## src/design/mips_defs.svh

```systemverilog
`ifndef MIPS_DEFS_SVH
`define MIPS_DEFS_SVH

// datapath and register index widths
`define DATA_W      32
`define REG_ADDR_W  5

`define RESET_PC    32'h0000_0000   // first fetch address

////////////////////////////////////////////////////////////
// opcodes, instr[31:26]
`define OP_RTYPE    6'b000000
`define OP_LW       6'b100011
`define OP_SW       6'b101011
`define OP_BEQ      6'b000100
`define OP_ADDI     6'b001000
`define OP_J        6'b000010

////////////////////////////////////////////////////////////
// funct codes for R-type, instr[5:0]
`define FN_ADD      6'b100000
`define FN_SUB      6'b100010
`define FN_AND      6'b100100
`define FN_OR       6'b100101
`define FN_SLT      6'b101010

`endif
```

## src/design/mipsPkg.sv

```systemverilog
`default_nettype none

`include "mips_defs.svh"

package mipsPkg;

    typedef logic [`DATA_W-1:0]     word_t;
    typedef logic [`REG_ADDR_W-1:0] regAddr_t;

    // alu select codes
    typedef enum logic [2:0] {
        ALU_AND = 3'b000,
        ALU_OR  = 3'b001,
        ALU_ADD = 3'b010,
        ALU_SUB = 3'b110,
        ALU_SLT = 3'b111
    } aluOp_t;

    // execute operand source
    typedef enum logic [1:0] {
        FWD_REG = 2'b00,    // value read in decode
        FWD_WB  = 2'b01,    // writeback result
        FWD_MEM = 2'b10     // memory-stage alu result
    } fwdSel_t;

    typedef struct packed {
        logic   regWrite;
        logic   memToReg;
        logic   memWrite;
        logic   aluSrc;     // immediate as operand b
        logic   regDst;     // rd instead of rt
        logic   branch;
        logic   jump;
        aluOp_t aluOp;
    } ctrl_t;

    ////////////////////////////////////////////////////////////
    // stage payloads
    typedef struct packed {
        word_t instr;
        word_t pcPlus4;
    } ifId_t;

    typedef struct packed {
        logic     regWrite;
        logic     memToReg;
        logic     memWrite;
        logic     aluSrc;
        logic     regDst;
        aluOp_t   aluOp;
        word_t    rd1;
        word_t    rd2;
        word_t    signImm;
        regAddr_t rs;
        regAddr_t rt;
        regAddr_t rd;
    } idEx_t;

    typedef struct packed {
        logic     regWrite;
        logic     memToReg;
        logic     memWrite;
        word_t    aluOut;
        word_t    writeData;
        regAddr_t writeReg;
    } exMem_t;

    typedef struct packed {
        logic     regWrite;
        logic     memToReg;
        word_t    readData;
        word_t    aluOut;
        regAddr_t writeReg;
    } memWb_t;

endpackage

`default_nettype wire

```

## src/design/mipsCore.sv

```systemverilog
`timescale 1ns/100ps
`default_nettype none

module mipsCore
    import mipsPkg::*;
(
    input  logic  clk,
    input  logic  rst,
    output word_t pcF,
    input  word_t instr,
    output logic  memWrite,
    output word_t dataAddr,
    output word_t writeData,
    input  word_t readData
);

    // fetch / decode
    word_t    pcPlus4F;
    ifId_t    ifIdF;
    logic     redirectD;
    word_t    targetD;
    ctrl_t    ctrlD;
    regAddr_t rsD;
    regAddr_t rtD;
    word_t    rd1D;
    word_t    rd2D;
    idEx_t    idExD;
    // execute
    regAddr_t rsE;
    regAddr_t rtE;
    regAddr_t writeRegE;
    logic     regWriteE;
    logic     memToRegE;
    exMem_t   exMemE;
    // memory / writeback
    word_t    memAluOut;
    word_t    resultW;
    exMem_t   exMemView;
    memWb_t   memWbView;
    // hazard controls
    logic     stallF;
    logic     stallD;
    logic     flushE;
    logic     fwdAD;
    logic     fwdBD;
    fwdSel_t  fwdAE;
    fwdSel_t  fwdBE;

    assign ifIdF = '{instr: instr, pcPlus4: pcPlus4F};

    ////////////////////////////////////////////////////////////
    fetchStage fetch (
        .clk      (clk),
        .rst      (rst),
        .stallF   (stallF),
        .redirect (redirectD),
        .target   (targetD),
        .pcF      (pcF),
        .pcPlus4  (pcPlus4F)
    );

    decodeStage decode (
        .clk       (clk),
        .rst       (rst),
        .stallD    (stallD),
        .ifIdIn    (ifIdF),
        .rd1       (rd1D),
        .rd2       (rd2D),
        .memAluOut (memAluOut),
        .fwdAD     (fwdAD),
        .fwdBD     (fwdBD),
        .ctrl      (ctrlD),
        .rs        (rsD),
        .rt        (rtD),
        .redirect  (redirectD),
        .target    (targetD),
        .idEx      (idExD)
    );

    regFile regs (
        .clk (clk),
        .rst (rst),
        .ra1 (rsD),
        .ra2 (rtD),
        .rd1 (rd1D),
        .rd2 (rd2D),
        .we  (memWbView.regWrite),
        .wa  (memWbView.writeReg),
        .wd  (resultW)
    );

    executeStage execute (
        .clk       (clk),
        .rst       (rst),
        .flushE    (flushE),
        .idEx      (idExD),
        .result    (resultW),
        .memAluOut (memAluOut),
        .fwdAE     (fwdAE),
        .fwdBE     (fwdBE),
        .rsE       (rsE),
        .rtE       (rtE),
        .writeRegE (writeRegE),
        .regWriteE (regWriteE),
        .memToRegE (memToRegE),
        .exMem     (exMemE)
    );

    memWbStage memWb (
        .clk       (clk),
        .rst       (rst),
        .exMem     (exMemE),
        .readData  (readData),
        .memWrite  (memWrite),
        .dataAddr  (dataAddr),
        .writeData (writeData),
        .memAluOut (memAluOut),
        .result    (resultW),
        .exMemView (exMemView),
        .memWbView (memWbView)
    );

    hazardUnit hazard (
        .rsD       (rsD),
        .rtD       (rtD),
        .rsE       (rsE),
        .rtE       (rtE),
        .writeRegE (writeRegE),
        .writeRegM (exMemView.writeReg),
        .writeRegW (memWbView.writeReg),
        .branchD   (ctrlD.branch),
        .regWriteE (regWriteE),
        .memToRegE (memToRegE),
        .regWriteM (exMemView.regWrite),
        .memToRegM (exMemView.memToReg),
        .regWriteW (memWbView.regWrite),
        .stallF    (stallF),
        .stallD    (stallD),
        .flushE    (flushE),
        .fwdAD     (fwdAD),
        .fwdBD     (fwdBD),
        .fwdAE     (fwdAE),
        .fwdBE     (fwdBE)
    );

endmodule

`default_nettype wire

```

## src/design/hazardUnit.sv

```systemverilog
`timescale 1ns/100ps
`default_nettype none

module hazardUnit
    import mipsPkg::*;
(
    input  regAddr_t rsD,
    input  regAddr_t rtD,
    input  regAddr_t rsE,
    input  regAddr_t rtE,
    input  regAddr_t writeRegE,
    input  regAddr_t writeRegM,
    input  regAddr_t writeRegW,
    input  logic     branchD,
    input  logic     regWriteE,
    input  logic     memToRegE,
    input  logic     regWriteM,
    input  logic     memToRegM,
    input  logic     regWriteW,
    output logic     stallF,
    output logic     stallD,
    output logic     flushE,
    output logic     fwdAD,
    output logic     fwdBD,
    output fwdSel_t  fwdAE,
    output fwdSel_t  fwdBE
);

    logic loadUseStall;
    logic branchStall;

    // memory stage wins over writeback, r0 never forwarded
    function automatic fwdSel_t pickSource(regAddr_t src, regAddr_t regM, logic weM,
                                           regAddr_t regW, logic weW);
        if (src != '0 && weM && src == regM) begin
            return FWD_MEM;
        end else if (src != '0 && weW && src == regW) begin
            return FWD_WB;
        end
        return FWD_REG;
    endfunction

    assign fwdAE = pickSource(rsE, writeRegM, regWriteM, writeRegW, regWriteW);
    assign fwdBE = pickSource(rtE, writeRegM, regWriteM, writeRegW, regWriteW);

    assign fwdAD = (rsD != '0) && regWriteM && (rsD == writeRegM);  // into beq compare
    assign fwdBD = (rtD != '0) && regWriteM && (rtD == writeRegM);

    ////////////////////////////////////////////////////////////
    // stalls
    assign loadUseStall = memToRegE && (rtE == rsD || rtE == rtD);

    assign branchStall = branchD &&
        ((regWriteE && writeRegE != '0 && (writeRegE == rsD || writeRegE == rtD)) ||
         (memToRegM && writeRegM != '0 && (writeRegM == rsD || writeRegM == rtD)));

    assign stallD = loadUseStall || branchStall;
    assign stallF = stallD;
    assign flushE = stallD;     // bubble into execute

endmodule

`default_nettype wire

```

## src/design/memWbStage.sv

```systemverilog
`timescale 1ns/100ps
`default_nettype none

module memWbStage
    import mipsPkg::*;
(
    input  logic   clk,
    input  logic   rst,
    input  exMem_t exMem,
    input  word_t  readData,
    output logic   memWrite,
    output word_t  dataAddr,
    output word_t  writeData,
    output word_t  memAluOut,
    output word_t  result,
    output exMem_t exMemView,       // memory-stage state for hazards
    output memWb_t memWbView
);

    exMem_t exMemQ;
    memWb_t memWbD;
    memWb_t memWbQ;

    pipeStageReg #(.T(exMem_t)) exMemReg (
        .clk   (clk),
        .rst   (rst),
        .en    (1'b1),
        .clear (1'b0),
        .d     (exMem),
        .q     (exMemQ)
    );

    // data memory side
    assign memWrite  = exMemQ.memWrite;
    assign dataAddr  = exMemQ.aluOut;
    assign writeData = exMemQ.writeData;
    assign memAluOut = exMemQ.aluOut;
    assign exMemView = exMemQ;

    assign memWbD = '{
        regWrite: exMemQ.regWrite,
        memToReg: exMemQ.memToReg,
        readData: readData,
        aluOut:   exMemQ.aluOut,
        writeReg: exMemQ.writeReg
    };

    pipeStageReg #(.T(memWb_t)) memWbReg (
        .clk   (clk),
        .rst   (rst),
        .en    (1'b1),
        .clear (1'b0),
        .d     (memWbD),
        .q     (memWbQ)
    );

    assign result    = memWbQ.memToReg ? memWbQ.readData : memWbQ.aluOut;
    assign memWbView = memWbQ;

endmodule

`default_nettype wire

```

## src/design/executeStage.sv

```systemverilog
`timescale 1ns/100ps
`default_nettype none

module executeStage
    import mipsPkg::*;
(
    input  logic     clk,
    input  logic     rst,
    input  logic     flushE,
    input  idEx_t    idEx,
    input  word_t    result,        // writeback value
    input  word_t    memAluOut,
    input  fwdSel_t  fwdAE,
    input  fwdSel_t  fwdBE,
    output regAddr_t rsE,
    output regAddr_t rtE,
    output regAddr_t writeRegE,
    output logic     regWriteE,
    output logic     memToRegE,
    output exMem_t   exMem
);

    idEx_t idExQ;
    word_t srcA;
    word_t srcB;
    word_t writeDataE;
    word_t aluOut;

    pipeStageReg #(.T(idEx_t)) idExReg (
        .clk   (clk),
        .rst   (rst),
        .en    (1'b1),
        .clear (flushE),        // bubble on stall
        .d     (idEx),
        .q     (idExQ)
    );

    always_comb begin
        case (fwdAE)
            FWD_WB:  srcA = result;
            FWD_MEM: srcA = memAluOut;
            default: srcA = idExQ.rd1;
        endcase
        case (fwdBE)
            FWD_WB:  writeDataE = result;
            FWD_MEM: writeDataE = memAluOut;
            default: writeDataE = idExQ.rd2;
        endcase
    end

    assign srcB = idExQ.aluSrc ? idExQ.signImm : writeDataE;

    ////////////////////////////////////////////////////////////
    // alu
    always_comb begin
        case (idExQ.aluOp)
            ALU_AND: aluOut = srcA & srcB;
            ALU_OR:  aluOut = srcA | srcB;
            ALU_ADD: aluOut = srcA + srcB;
            ALU_SUB: aluOut = srcA - srcB;
            ALU_SLT: aluOut = ($signed(srcA) < $signed(srcB)) ? 32'd1 : 32'd0;
            default: aluOut = '0;
        endcase
    end

    assign rsE       = idExQ.rs;
    assign rtE       = idExQ.rt;
    assign writeRegE = idExQ.regDst ? idExQ.rd : idExQ.rt;
    assign regWriteE = idExQ.regWrite;
    assign memToRegE = idExQ.memToReg;

    assign exMem = '{
        regWrite:  idExQ.regWrite,
        memToReg:  idExQ.memToReg,
        memWrite:  idExQ.memWrite,
        aluOut:    aluOut,
        writeData: writeDataE,
        writeReg:  writeRegE
    };

endmodule

`default_nettype wire

```

## src/design/decodeStage.sv

```systemverilog
`timescale 1ns/100ps
`default_nettype none

module decodeStage
    import mipsPkg::*;
(
    input  logic     clk,
    input  logic     rst,
    input  logic     stallD,
    input  ifId_t    ifIdIn,
    input  word_t    rd1,
    input  word_t    rd2,
    input  word_t    memAluOut,
    input  logic     fwdAD,
    input  logic     fwdBD,
    output ctrl_t    ctrl,
    output regAddr_t rs,
    output regAddr_t rt,
    output logic     redirect,
    output word_t    target,
    output idEx_t    idEx
);

    ifId_t ifIdQ;
    word_t signImm;
    word_t cmpA;
    word_t cmpB;
    word_t branchTarget;
    word_t jumpTarget;
    logic  equalD;

    // IF/ID, squashed behind a redirect
    pipeStageReg #(.T(ifId_t)) ifIdReg (
        .clk   (clk),
        .rst   (rst),
        .en    (!stallD),
        .clear (redirect),
        .d     (ifIdIn),
        .q     (ifIdQ)
    );

    controlDecoder decoder (
        .instr (ifIdQ.instr),
        .ctrl  (ctrl)
    );

    assign rs      = ifIdQ.instr[25:21];
    assign rt      = ifIdQ.instr[20:16];
    assign signImm = {{16{ifIdQ.instr[15]}}, ifIdQ.instr[15:0]};

    ////////////////////////////////////////////////////////////
    // early branch resolution
    assign cmpA   = fwdAD ? memAluOut : rd1;
    assign cmpB   = fwdBD ? memAluOut : rd2;
    assign equalD = (cmpA == cmpB);

    assign branchTarget = ifIdQ.pcPlus4 + {signImm[29:0], 2'b00};
    assign jumpTarget   = {ifIdQ.pcPlus4[31:28], ifIdQ.instr[25:0], 2'b00};

    // operands may be stale while stalled, so hold off
    assign redirect = !stallD && ((ctrl.branch && equalD) || ctrl.jump);
    assign target   = ctrl.jump ? jumpTarget : branchTarget;

    ////////////////////////////////////////////////////////////
    // ID/EX payload
    assign idEx = '{
        regWrite: ctrl.regWrite,
        memToReg: ctrl.memToReg,
        memWrite: ctrl.memWrite,
        aluSrc:   ctrl.aluSrc,
        regDst:   ctrl.regDst,
        aluOp:    ctrl.aluOp,
        rd1:      rd1,
        rd2:      rd2,
        signImm:  signImm,
        rs:       rs,
        rt:       rt,
        rd:       ifIdQ.instr[15:11]
    };

endmodule

`default_nettype wire

```

## src/design/fetchStage.sv

```systemverilog
`timescale 1ns/100ps
`default_nettype none

`include "mips_defs.svh"

module fetchStage
    import mipsPkg::*;
(
    input  logic  clk,
    input  logic  rst,
    input  logic  stallF,
    input  logic  redirect,     // taken beq or j in decode
    input  word_t target,
    output word_t pcF,
    output word_t pcPlus4
);

    word_t pcNext;

    assign pcPlus4 = pcF + 32'd4;
    assign pcNext  = redirect ? target : pcPlus4;

    always_ff @(posedge clk or posedge rst) begin
        if (rst) begin
            pcF <= `RESET_PC;
        end else if (!stallF) begin
            pcF <= pcNext;
        end
    end

endmodule

`default_nettype wire

```

## src/design/regFile.sv

```systemverilog
`timescale 1ns/100ps
`default_nettype none

`include "mips_defs.svh"

module regFile
    import mipsPkg::*;
(
    input  logic     clk,
    input  logic     rst,
    input  regAddr_t ra1,
    input  regAddr_t ra2,
    output word_t    rd1,
    output word_t    rd2,
    input  logic     we,
    input  regAddr_t wa,
    input  word_t    wd
);

    word_t regs [2**`REG_ADDR_W];

    always_ff @(posedge clk or posedge rst) begin
        if (rst) begin
            for (int i = 0; i < 2**`REG_ADDR_W; i++) begin
                regs[i] <= '0;
            end
        end else if (we && wa != '0) begin    // r0 stays zero
            regs[wa] <= wd;
        end
    end

    // writeback value bypasses the array in the same cycle
    assign rd1 = (ra1 == '0) ? '0 : (we && wa == ra1) ? wd : regs[ra1];
    assign rd2 = (ra2 == '0) ? '0 : (we && wa == ra2) ? wd : regs[ra2];

endmodule

`default_nettype wire

```

## src/design/controlDecoder.sv

```systemverilog
`timescale 1ns/100ps
`default_nettype none

`include "mips_defs.svh"

module controlDecoder
    import mipsPkg::*;
(
    input  word_t instr,
    output ctrl_t ctrl
);

    logic [5:0] opcode;
    logic [5:0] funct;

    assign opcode = instr[31:26];
    assign funct  = instr[5:0];

    always_comb begin
        ctrl = '0;
        case (opcode)
            `OP_RTYPE: begin
                ctrl.regWrite = 1'b1;
                ctrl.regDst   = 1'b1;
                case (funct)
                    `FN_ADD: ctrl.aluOp = ALU_ADD;
                    `FN_SUB: ctrl.aluOp = ALU_SUB;
                    `FN_AND: ctrl.aluOp = ALU_AND;
                    `FN_OR:  ctrl.aluOp = ALU_OR;
                    `FN_SLT: ctrl.aluOp = ALU_SLT;
                    default: ctrl = '0;     // includes the all-zero nop
                endcase
            end
            `OP_LW: begin
                ctrl.regWrite = 1'b1;
                ctrl.memToReg = 1'b1;
                ctrl.aluSrc   = 1'b1;
                ctrl.aluOp    = ALU_ADD;    // base + offset
            end
            `OP_SW: begin
                ctrl.memWrite = 1'b1;
                ctrl.aluSrc   = 1'b1;
                ctrl.aluOp    = ALU_ADD;
            end
            `OP_BEQ: begin
                ctrl.branch = 1'b1;
                ctrl.aluOp  = ALU_SUB;
            end
            `OP_ADDI: begin
                ctrl.regWrite = 1'b1;
                ctrl.aluSrc   = 1'b1;
                ctrl.aluOp    = ALU_ADD;
            end
            `OP_J: begin
                ctrl.jump = 1'b1;
            end
            default: begin
                ctrl = '0;
            end
        endcase
    end

endmodule

`default_nettype wire

```

## src/design/pipeStageReg.sv

```systemverilog
`timescale 1ns/100ps
`default_nettype none

// stage register shared by all four pipeline boundaries
module pipeStageReg
    import mipsPkg::*;
#(
    parameter type T = word_t
) (
    input  logic clk,
    input  logic rst,
    input  logic en,
    input  logic clear,
    input  T     d,
    output T     q
);

    always_ff @(posedge clk or posedge rst) begin
        if (rst) begin
            q <= '0;
        end else if (clear) begin
            q <= '0;        // all-zero payload acts as a nop
        end else if (en) begin
            q <= d;
        end
    end

endmodule

`default_nettype wire

```

## config.mk

```make
export PLATFORM = sky130hd
export DESIGN_NAME = mipsCore
export DESIGN_NICKNAME = d
export VERILOG_FILES = /design/src/design/mipsPkg.sv /design/src/design/mipsCore.sv /design/src/design/hazardUnit.sv /design/src/design/memWbStage.sv /design/src/design/executeStage.sv /design/src/design/decodeStage.sv /design/src/design/fetchStage.sv /design/src/design/regFile.sv /design/src/design/controlDecoder.sv /design/src/design/pipeStageReg.sv
export VERILOG_INCLUDE_DIRS = /design/src /design/src/design
export SDC_FILE = /design/constraint.sdc
export NUM_CORES = 2
export LEC_CHECK = 0
export BUFFER_PORTS_ARGS = -buffer_cell sky130_fd_sc_hd__buf_2
export CAP_MARGIN = 40
export CORE_MARGIN = 5
export CORE_UTILIZATION = 50
export CTS_CLUSTER_SIZE = 40
export DETAILED_ROUTE_END_ITERATION = 8
export PLACE_DENSITY = 0.73
export SLEW_MARGIN = 20
export SYNTH_ARGS = -nofsm -noshare
export SYNTH_HDL_FRONTEND = slang
export SYNTH_SLANG_ARGS = --single-unit
```

## constraint.sdc

```tcl
create_clock -name clk -period 53.8 [get_ports clk]
set_clock_uncertainty 0.1 [all_clocks]
set_input_delay 8.07 -clock clk [delete_from_list [all_inputs] [get_ports clk]]
set_output_delay 8.07 -clock clk [all_outputs]
set_load 0.01 [all_outputs]
```

=== Yosys cells after proc, flatten, opt, wreduce, memory -nomap -nowiden ===
Cells that the tools add are included.

* Output and inout bits: 97
* Flip-flop bits (word level): 1382
* Word-level logic and storage cells: 198
* Input bits: 66

* Reduce and logical (&&, ||, !) cells: 45
* Bitwise logic cells: 5
* Equal/unequal tests: 34
* $lt $le $gt $ge: 5
* $add $sub $neg: 4
* Multiplexer cells: 47

{| class="wikitable"
|+ Operator list
! cell !! number
|-
| 1024-bit bitwise mux || 1
|-
| 32-bit 2-to-1 mux || 15
|-
| 32-bit binary-select mux with 5-bit select || 2
|-
| 32-bit demux with 5-bit select || 1
|-
| 32-bit case mux with 5 select lines || 1
|-
| 64-bit 2-to-1 mux || 2
|-
| 32-bit case mux with 2 select lines || 2
|-
| 119-bit 2-to-1 mux || 1
|-
| 5-bit equality test || 14
|-
| 32-bit adder || 2
|-
| 6-bit equality test, second input constant || 7
|-
| 5-bit nonzero test || 7
|-
| 32-bit by 3-bit adder with 32-bit output, second input constant || 1
|-
| 32-bit AND || 1
|-
| 32-bit equality test || 1
|-
| 32-bit < comparator || 1
|-
| 32-bit bitwise OR || 1
|-
| 32-bit subtractor || 1
|-
| 1-bit logical AND || 24
|-
| 6-bit >= comparator, second input constant || 3
|-
| 5-bit inverter with 6-bit output || 3
|-
| 2-bit 2-to-1 mux || 6
|-
| 1-bit case mux with 2 select lines || 6
|-
| 3-bit case mux with 4 select lines || 1
|-
| 22 further kinds || 36
|}

=== Longest topological paths before layout ===
* Depth in word-level cells: 12
* Mapped depth: 25
* Gate-level depth less buffers: 23

=== By module ===
From an unflattened synthesis, not the netlist that was laid out.

* Cells, all modules: 7023
* Area, all modules: 83644.0 sq um

{| class="wikitable"
|+ By module, submodules not included
! module !! cells each !! area each (sq um) !! times used
|-
| regFile || 3814 || 55150.4 || 1
|-
| executeStage || 1066 || 6585.1 || 1
|-
| pipeStageReg (execute.idExReg) || 384 || 4922.2 || 1
|-
| decodeStage || 537 || 3822.4 || 1
|-
| pipeStageReg (memWb.exMemReg) || 233 || 2944.1 || 1
|-
| pipeStageReg (memWb.memWbReg) || 230 || 2905.3 || 1
|-
| pipeStageReg (decode.ifIdReg) || 207 || 2621.3 || 1
|-
| fetchStage || 287 || 2438.6 || 1
|-
| memWbStage || 135 || 1280.0 || 1
|-
| hazardUnit || 101 || 750.7 || 1
|-
| controlDecoder || 29 || 224.0 || 1
|}

=== Worst setup path after synthesis ===
Ideal clock, no wire load.

* Kind: flip-flop to output port
* From: register memWb.exMemReg.q[49] (netlist name)
* To: output dataAddr[12]
* Buffers on the path: 1
* Required time: 45630 ps
* Setup slack: 45060 ps
* Arrival: 570 ps
* Cell stages (with the launch flop): 2
* Path through: dfrtp_1 buf_4

{| class="wikitable"
|+ RTL lines
! item !! line !! RTL
|-
| start: declaration || pipeStageReg.sv:15 || <nowiki>output T q</nowiki>
|-
| start signal: assignment || pipeStageReg.sv:20 || <nowiki>q <= '0;</nowiki>
|-
| start signal: assignment || pipeStageReg.sv:22 || <nowiki>q <= '0;</nowiki>
|-
| start signal: assignment || pipeStageReg.sv:24 || <nowiki>q <= d;</nowiki>
|-
| end: declaration || mipsCore.sv:12 || <nowiki>output word_t dataAddr,</nowiki>
|}

No word-level cell between the ends.

==> impl_metrics.ini <==
[setup_path]
cp_num_buf_inv = 10
crit_required_ns = 54.65
cpMostUsedCell = buf_4
cpPeakStageDelay_ns = 0.64
cp-start-kind = input port
crit_fanout = 173
arrival_ns = 11.83
critPathSlowestCell = buf_12
worstPathCellList = buf_2 > inv_8 > buf_12 > buf_4 > buf_16 > buf_4 > buf_16 > buf_4 > buf_4 > buf_16
timing.critical_path.max_delay_family = buffers and inverters
end_kind = async pin
crit_type = in -> async

[floorplan]
ios = 163
start_util_pct = 50.3
die_w_um = 401
coreArea_mm2 = 0.152
std_cell_rows = 143
die_h_um = 401
dieArea_mm2 = 0.161

[route]
routed.top_layer = met5
met1_length_um = 98800
route.met3.wl_um = 36200
remaining_drc_errors = 0
first_pass_iters = 9
post_drt_wl_per_cell_um = 29.2
final_antenna_net_count = 0
viasPerCell = 6.76
first_iter_violations = 8920
wl_um = 278000
vias = 64303
route.met2.wl_um = 120000

[synth]
synth-adder-area-share_pct = 2.14
yosys.area_share.simple_pct = 11.6
synth_cell_types = 102
synth.cell_area_mm2 = 0.0765
synth_compound_area_share_pct = 16.6
synth-xor-area-share_pct = 1.80
synth_top_area_share_pct = 44.5
syn_inst = 7531
synth.avg_cell_area_um2 = 10.2
async_flop_share_pct = 100
yosysTopAreaCell = dfrtp_1
synth-edff-count = 0
synthMuxAreaShare_pct = 17.5
synth.area.top_cells = dfrtp_1 (44%), mux4_2 (11%), mux2i_1 (5.0%), o21ai_0 (4.5%), a21oi_1 (4.5%)
synth_ff_type = dfrtp_1
synth_top_family_by_area = multiplexers
syn_nets = 7726
synthTopCellsByCount = dfrtp_1 (1361), nand2_1 (803), nor2_1 (727)
synth_warnings = 0
yosys_register_bits = 1361
yosysSeqAreaShare_pct = 44.5
synth.most_common_cell = dfrtp_1

[final_layout]
fillers = 12678
fin_nets = 7535
multiInputGateArea_mm2 = 0.0387
drive_gt1_share_pct = 17.0
syn_to_final_growth_pct = 10.7
layout.area.seq_mm2 = 0.0341

[pwr]
vdd_drop_max_mv = 0.0296
intPower_mw = 1.86
finalPower_mw = 2.63
clockPowerShare_pct = 39.8
p_leak_nw = 37.5
switching_share_pct = 29.3
seqPwrFrac_pct = 43.1
power_density_mw_per_mm2 = 31.1
p_switching_mw = 0.772
combPwrFrac_pct = 17.2

[clock_network]
cts_tree = built
cts_made_buffers = 145
htreeDepth = 4
cts-resized-gates = 0
clk_pin_slew_worst_paths_ns = 0.05
ctsHoldBuffers = 0
cts_post_setup_buffers_inserted = 0
cts_sinks = 1361
clockBufferDepth = 3
clock_latency_ns = 0.83
cts-root-buf = clkbuf_16

[timing]
hold_violations = 0
max_freq_ghz = 0.0911
setup_viol = 0
rsz0062_at_grt = no
drv_slew = 0
tns_ns = 0
fin_crit_sh_pct = 20.4
slew_headroom_pct = 30.4
holdWs_ns = 0.299
worst_slew_pin_slew_ns = 1.03
fin_crit_ns = 10.98

[global_route]
grt_overflow = 0
grt_pass1_vias = 62881
grt.total_usage_pct = 33.8
grt_pass1_wl_um = 411000
grt_max_degree = 195
antenna_found_initial = 13

[placement]
portBuffers = 162
hpwlAfterDp_um = 182000
gp_congestion = 0.975

[run_status]
status = finished, final reports clean

[flow_run]
max-cap-violations = 0

[min_path]
min_path_type = reg -> reg
-- path summary, 6_finish.rpt --
| path | start | to | slack (ns) | depth (start not counted) |
|---|---|---|---|---|
| min in group asynchronous | rst | regs.regs[615] | 7.10 | 2 |
| max reg2reg | decode.ifIdReg.q[49] | fetch.pcF[21] | 46.05 | 18 |
| max | rst | regs.regs[438] | 42.82 | 10 |
| min reg2reg | regs.regs[992] | regs.regs[992] | 0.30 | 0 |
| max in group clk | memWb.exMemReg.q[46] | dataAddr[9] | 43.88 | 1 |
| min | regs.regs[992] | regs.regs[992] | 0.30 | 0 |
-- registers in the layout, indices dropped and copies added (netlist names) --
signal	flops
memWb.exMemReg.q	72
regs.regs	1024
decode.ifIdReg.q	64
memWb.memWbReg.q	71
fetch.pcF	32
execute.idExReg.q	98
-- power groups by stage --
stage                     clock, mW  combinational (mW)  sequential, mW
final                          1.05               0.452            1.13
after global routing           1.09               0.484            1.14
after CTS                      1.05               0.439            1.13
after detailed placement          0               0.436            1.15
after global placement            0               0.423            1.15
after floorplan                   0               0.317            1.13
-- layer usage --
metal  vias to the layer above  GRT usage (%)
li1                      26763              -
met1                     31643           41.9
met2                      4626           49.6
met3                      1269           11.7
met4                         2           23.3
met5                         -          0.178
-- through the flow --
stage               utilization [%]  cell area, um2  cells  setup slack (ns)
floorplan                         -           76500   7531              7.26
global placement               51.2           77900   9119             40.28
detailed placement             52.2           79400   9199             41.65
CTS                            55.4           84300   9463             42.50
global route                   55.7           84600   9488             42.37
finish                         55.7           84700   9507             42.82
-- cells by family after synthesis --
family	count (synthesis)
and+or+nand+nor	2036
adders and majority gates	129
DFF	1361
muxes	844
AOI/OAI and AO/OA	2104
buffers and inverters	900
xor gates and xnor gates	157
-- cell type report --
class                      instances  area share [%]
multi-input combinational       5270            45.7
sequential                      1361            40.3
clock buffer                     213            5.09
timing repair buffer             427            4.58
tap                             2030            3.00
clock inverter                    51           0.728
inverter                         135           0.607
antenna                           20          0.0591
-- cell usage in the layout (no fill, tap or decap), types with 130 or more instances in the layout --
| cell | synthesis | layout |
|---|---|---|
| buf_4 | 100 | 172 |
| dfrtp_1 | 1361 | 1349 |
| a21oi_1 | 684 | 684 |
| nand2_1 | 803 | 787 |
| buf_2 | 95 | 177 |
| clkbuf_16 | 0 | 147 |
| inv_1 | 133 | 130 |
| mux4_2 | 390 | 390 |
| mux2i_1 | 380 | 348 |
| a22oi_1 | 142 | 142 |
| o21ai_0 | 694 | 694 |
| nor2_1 | 727 | 707 |
Power figures use the tool's default switching activity.
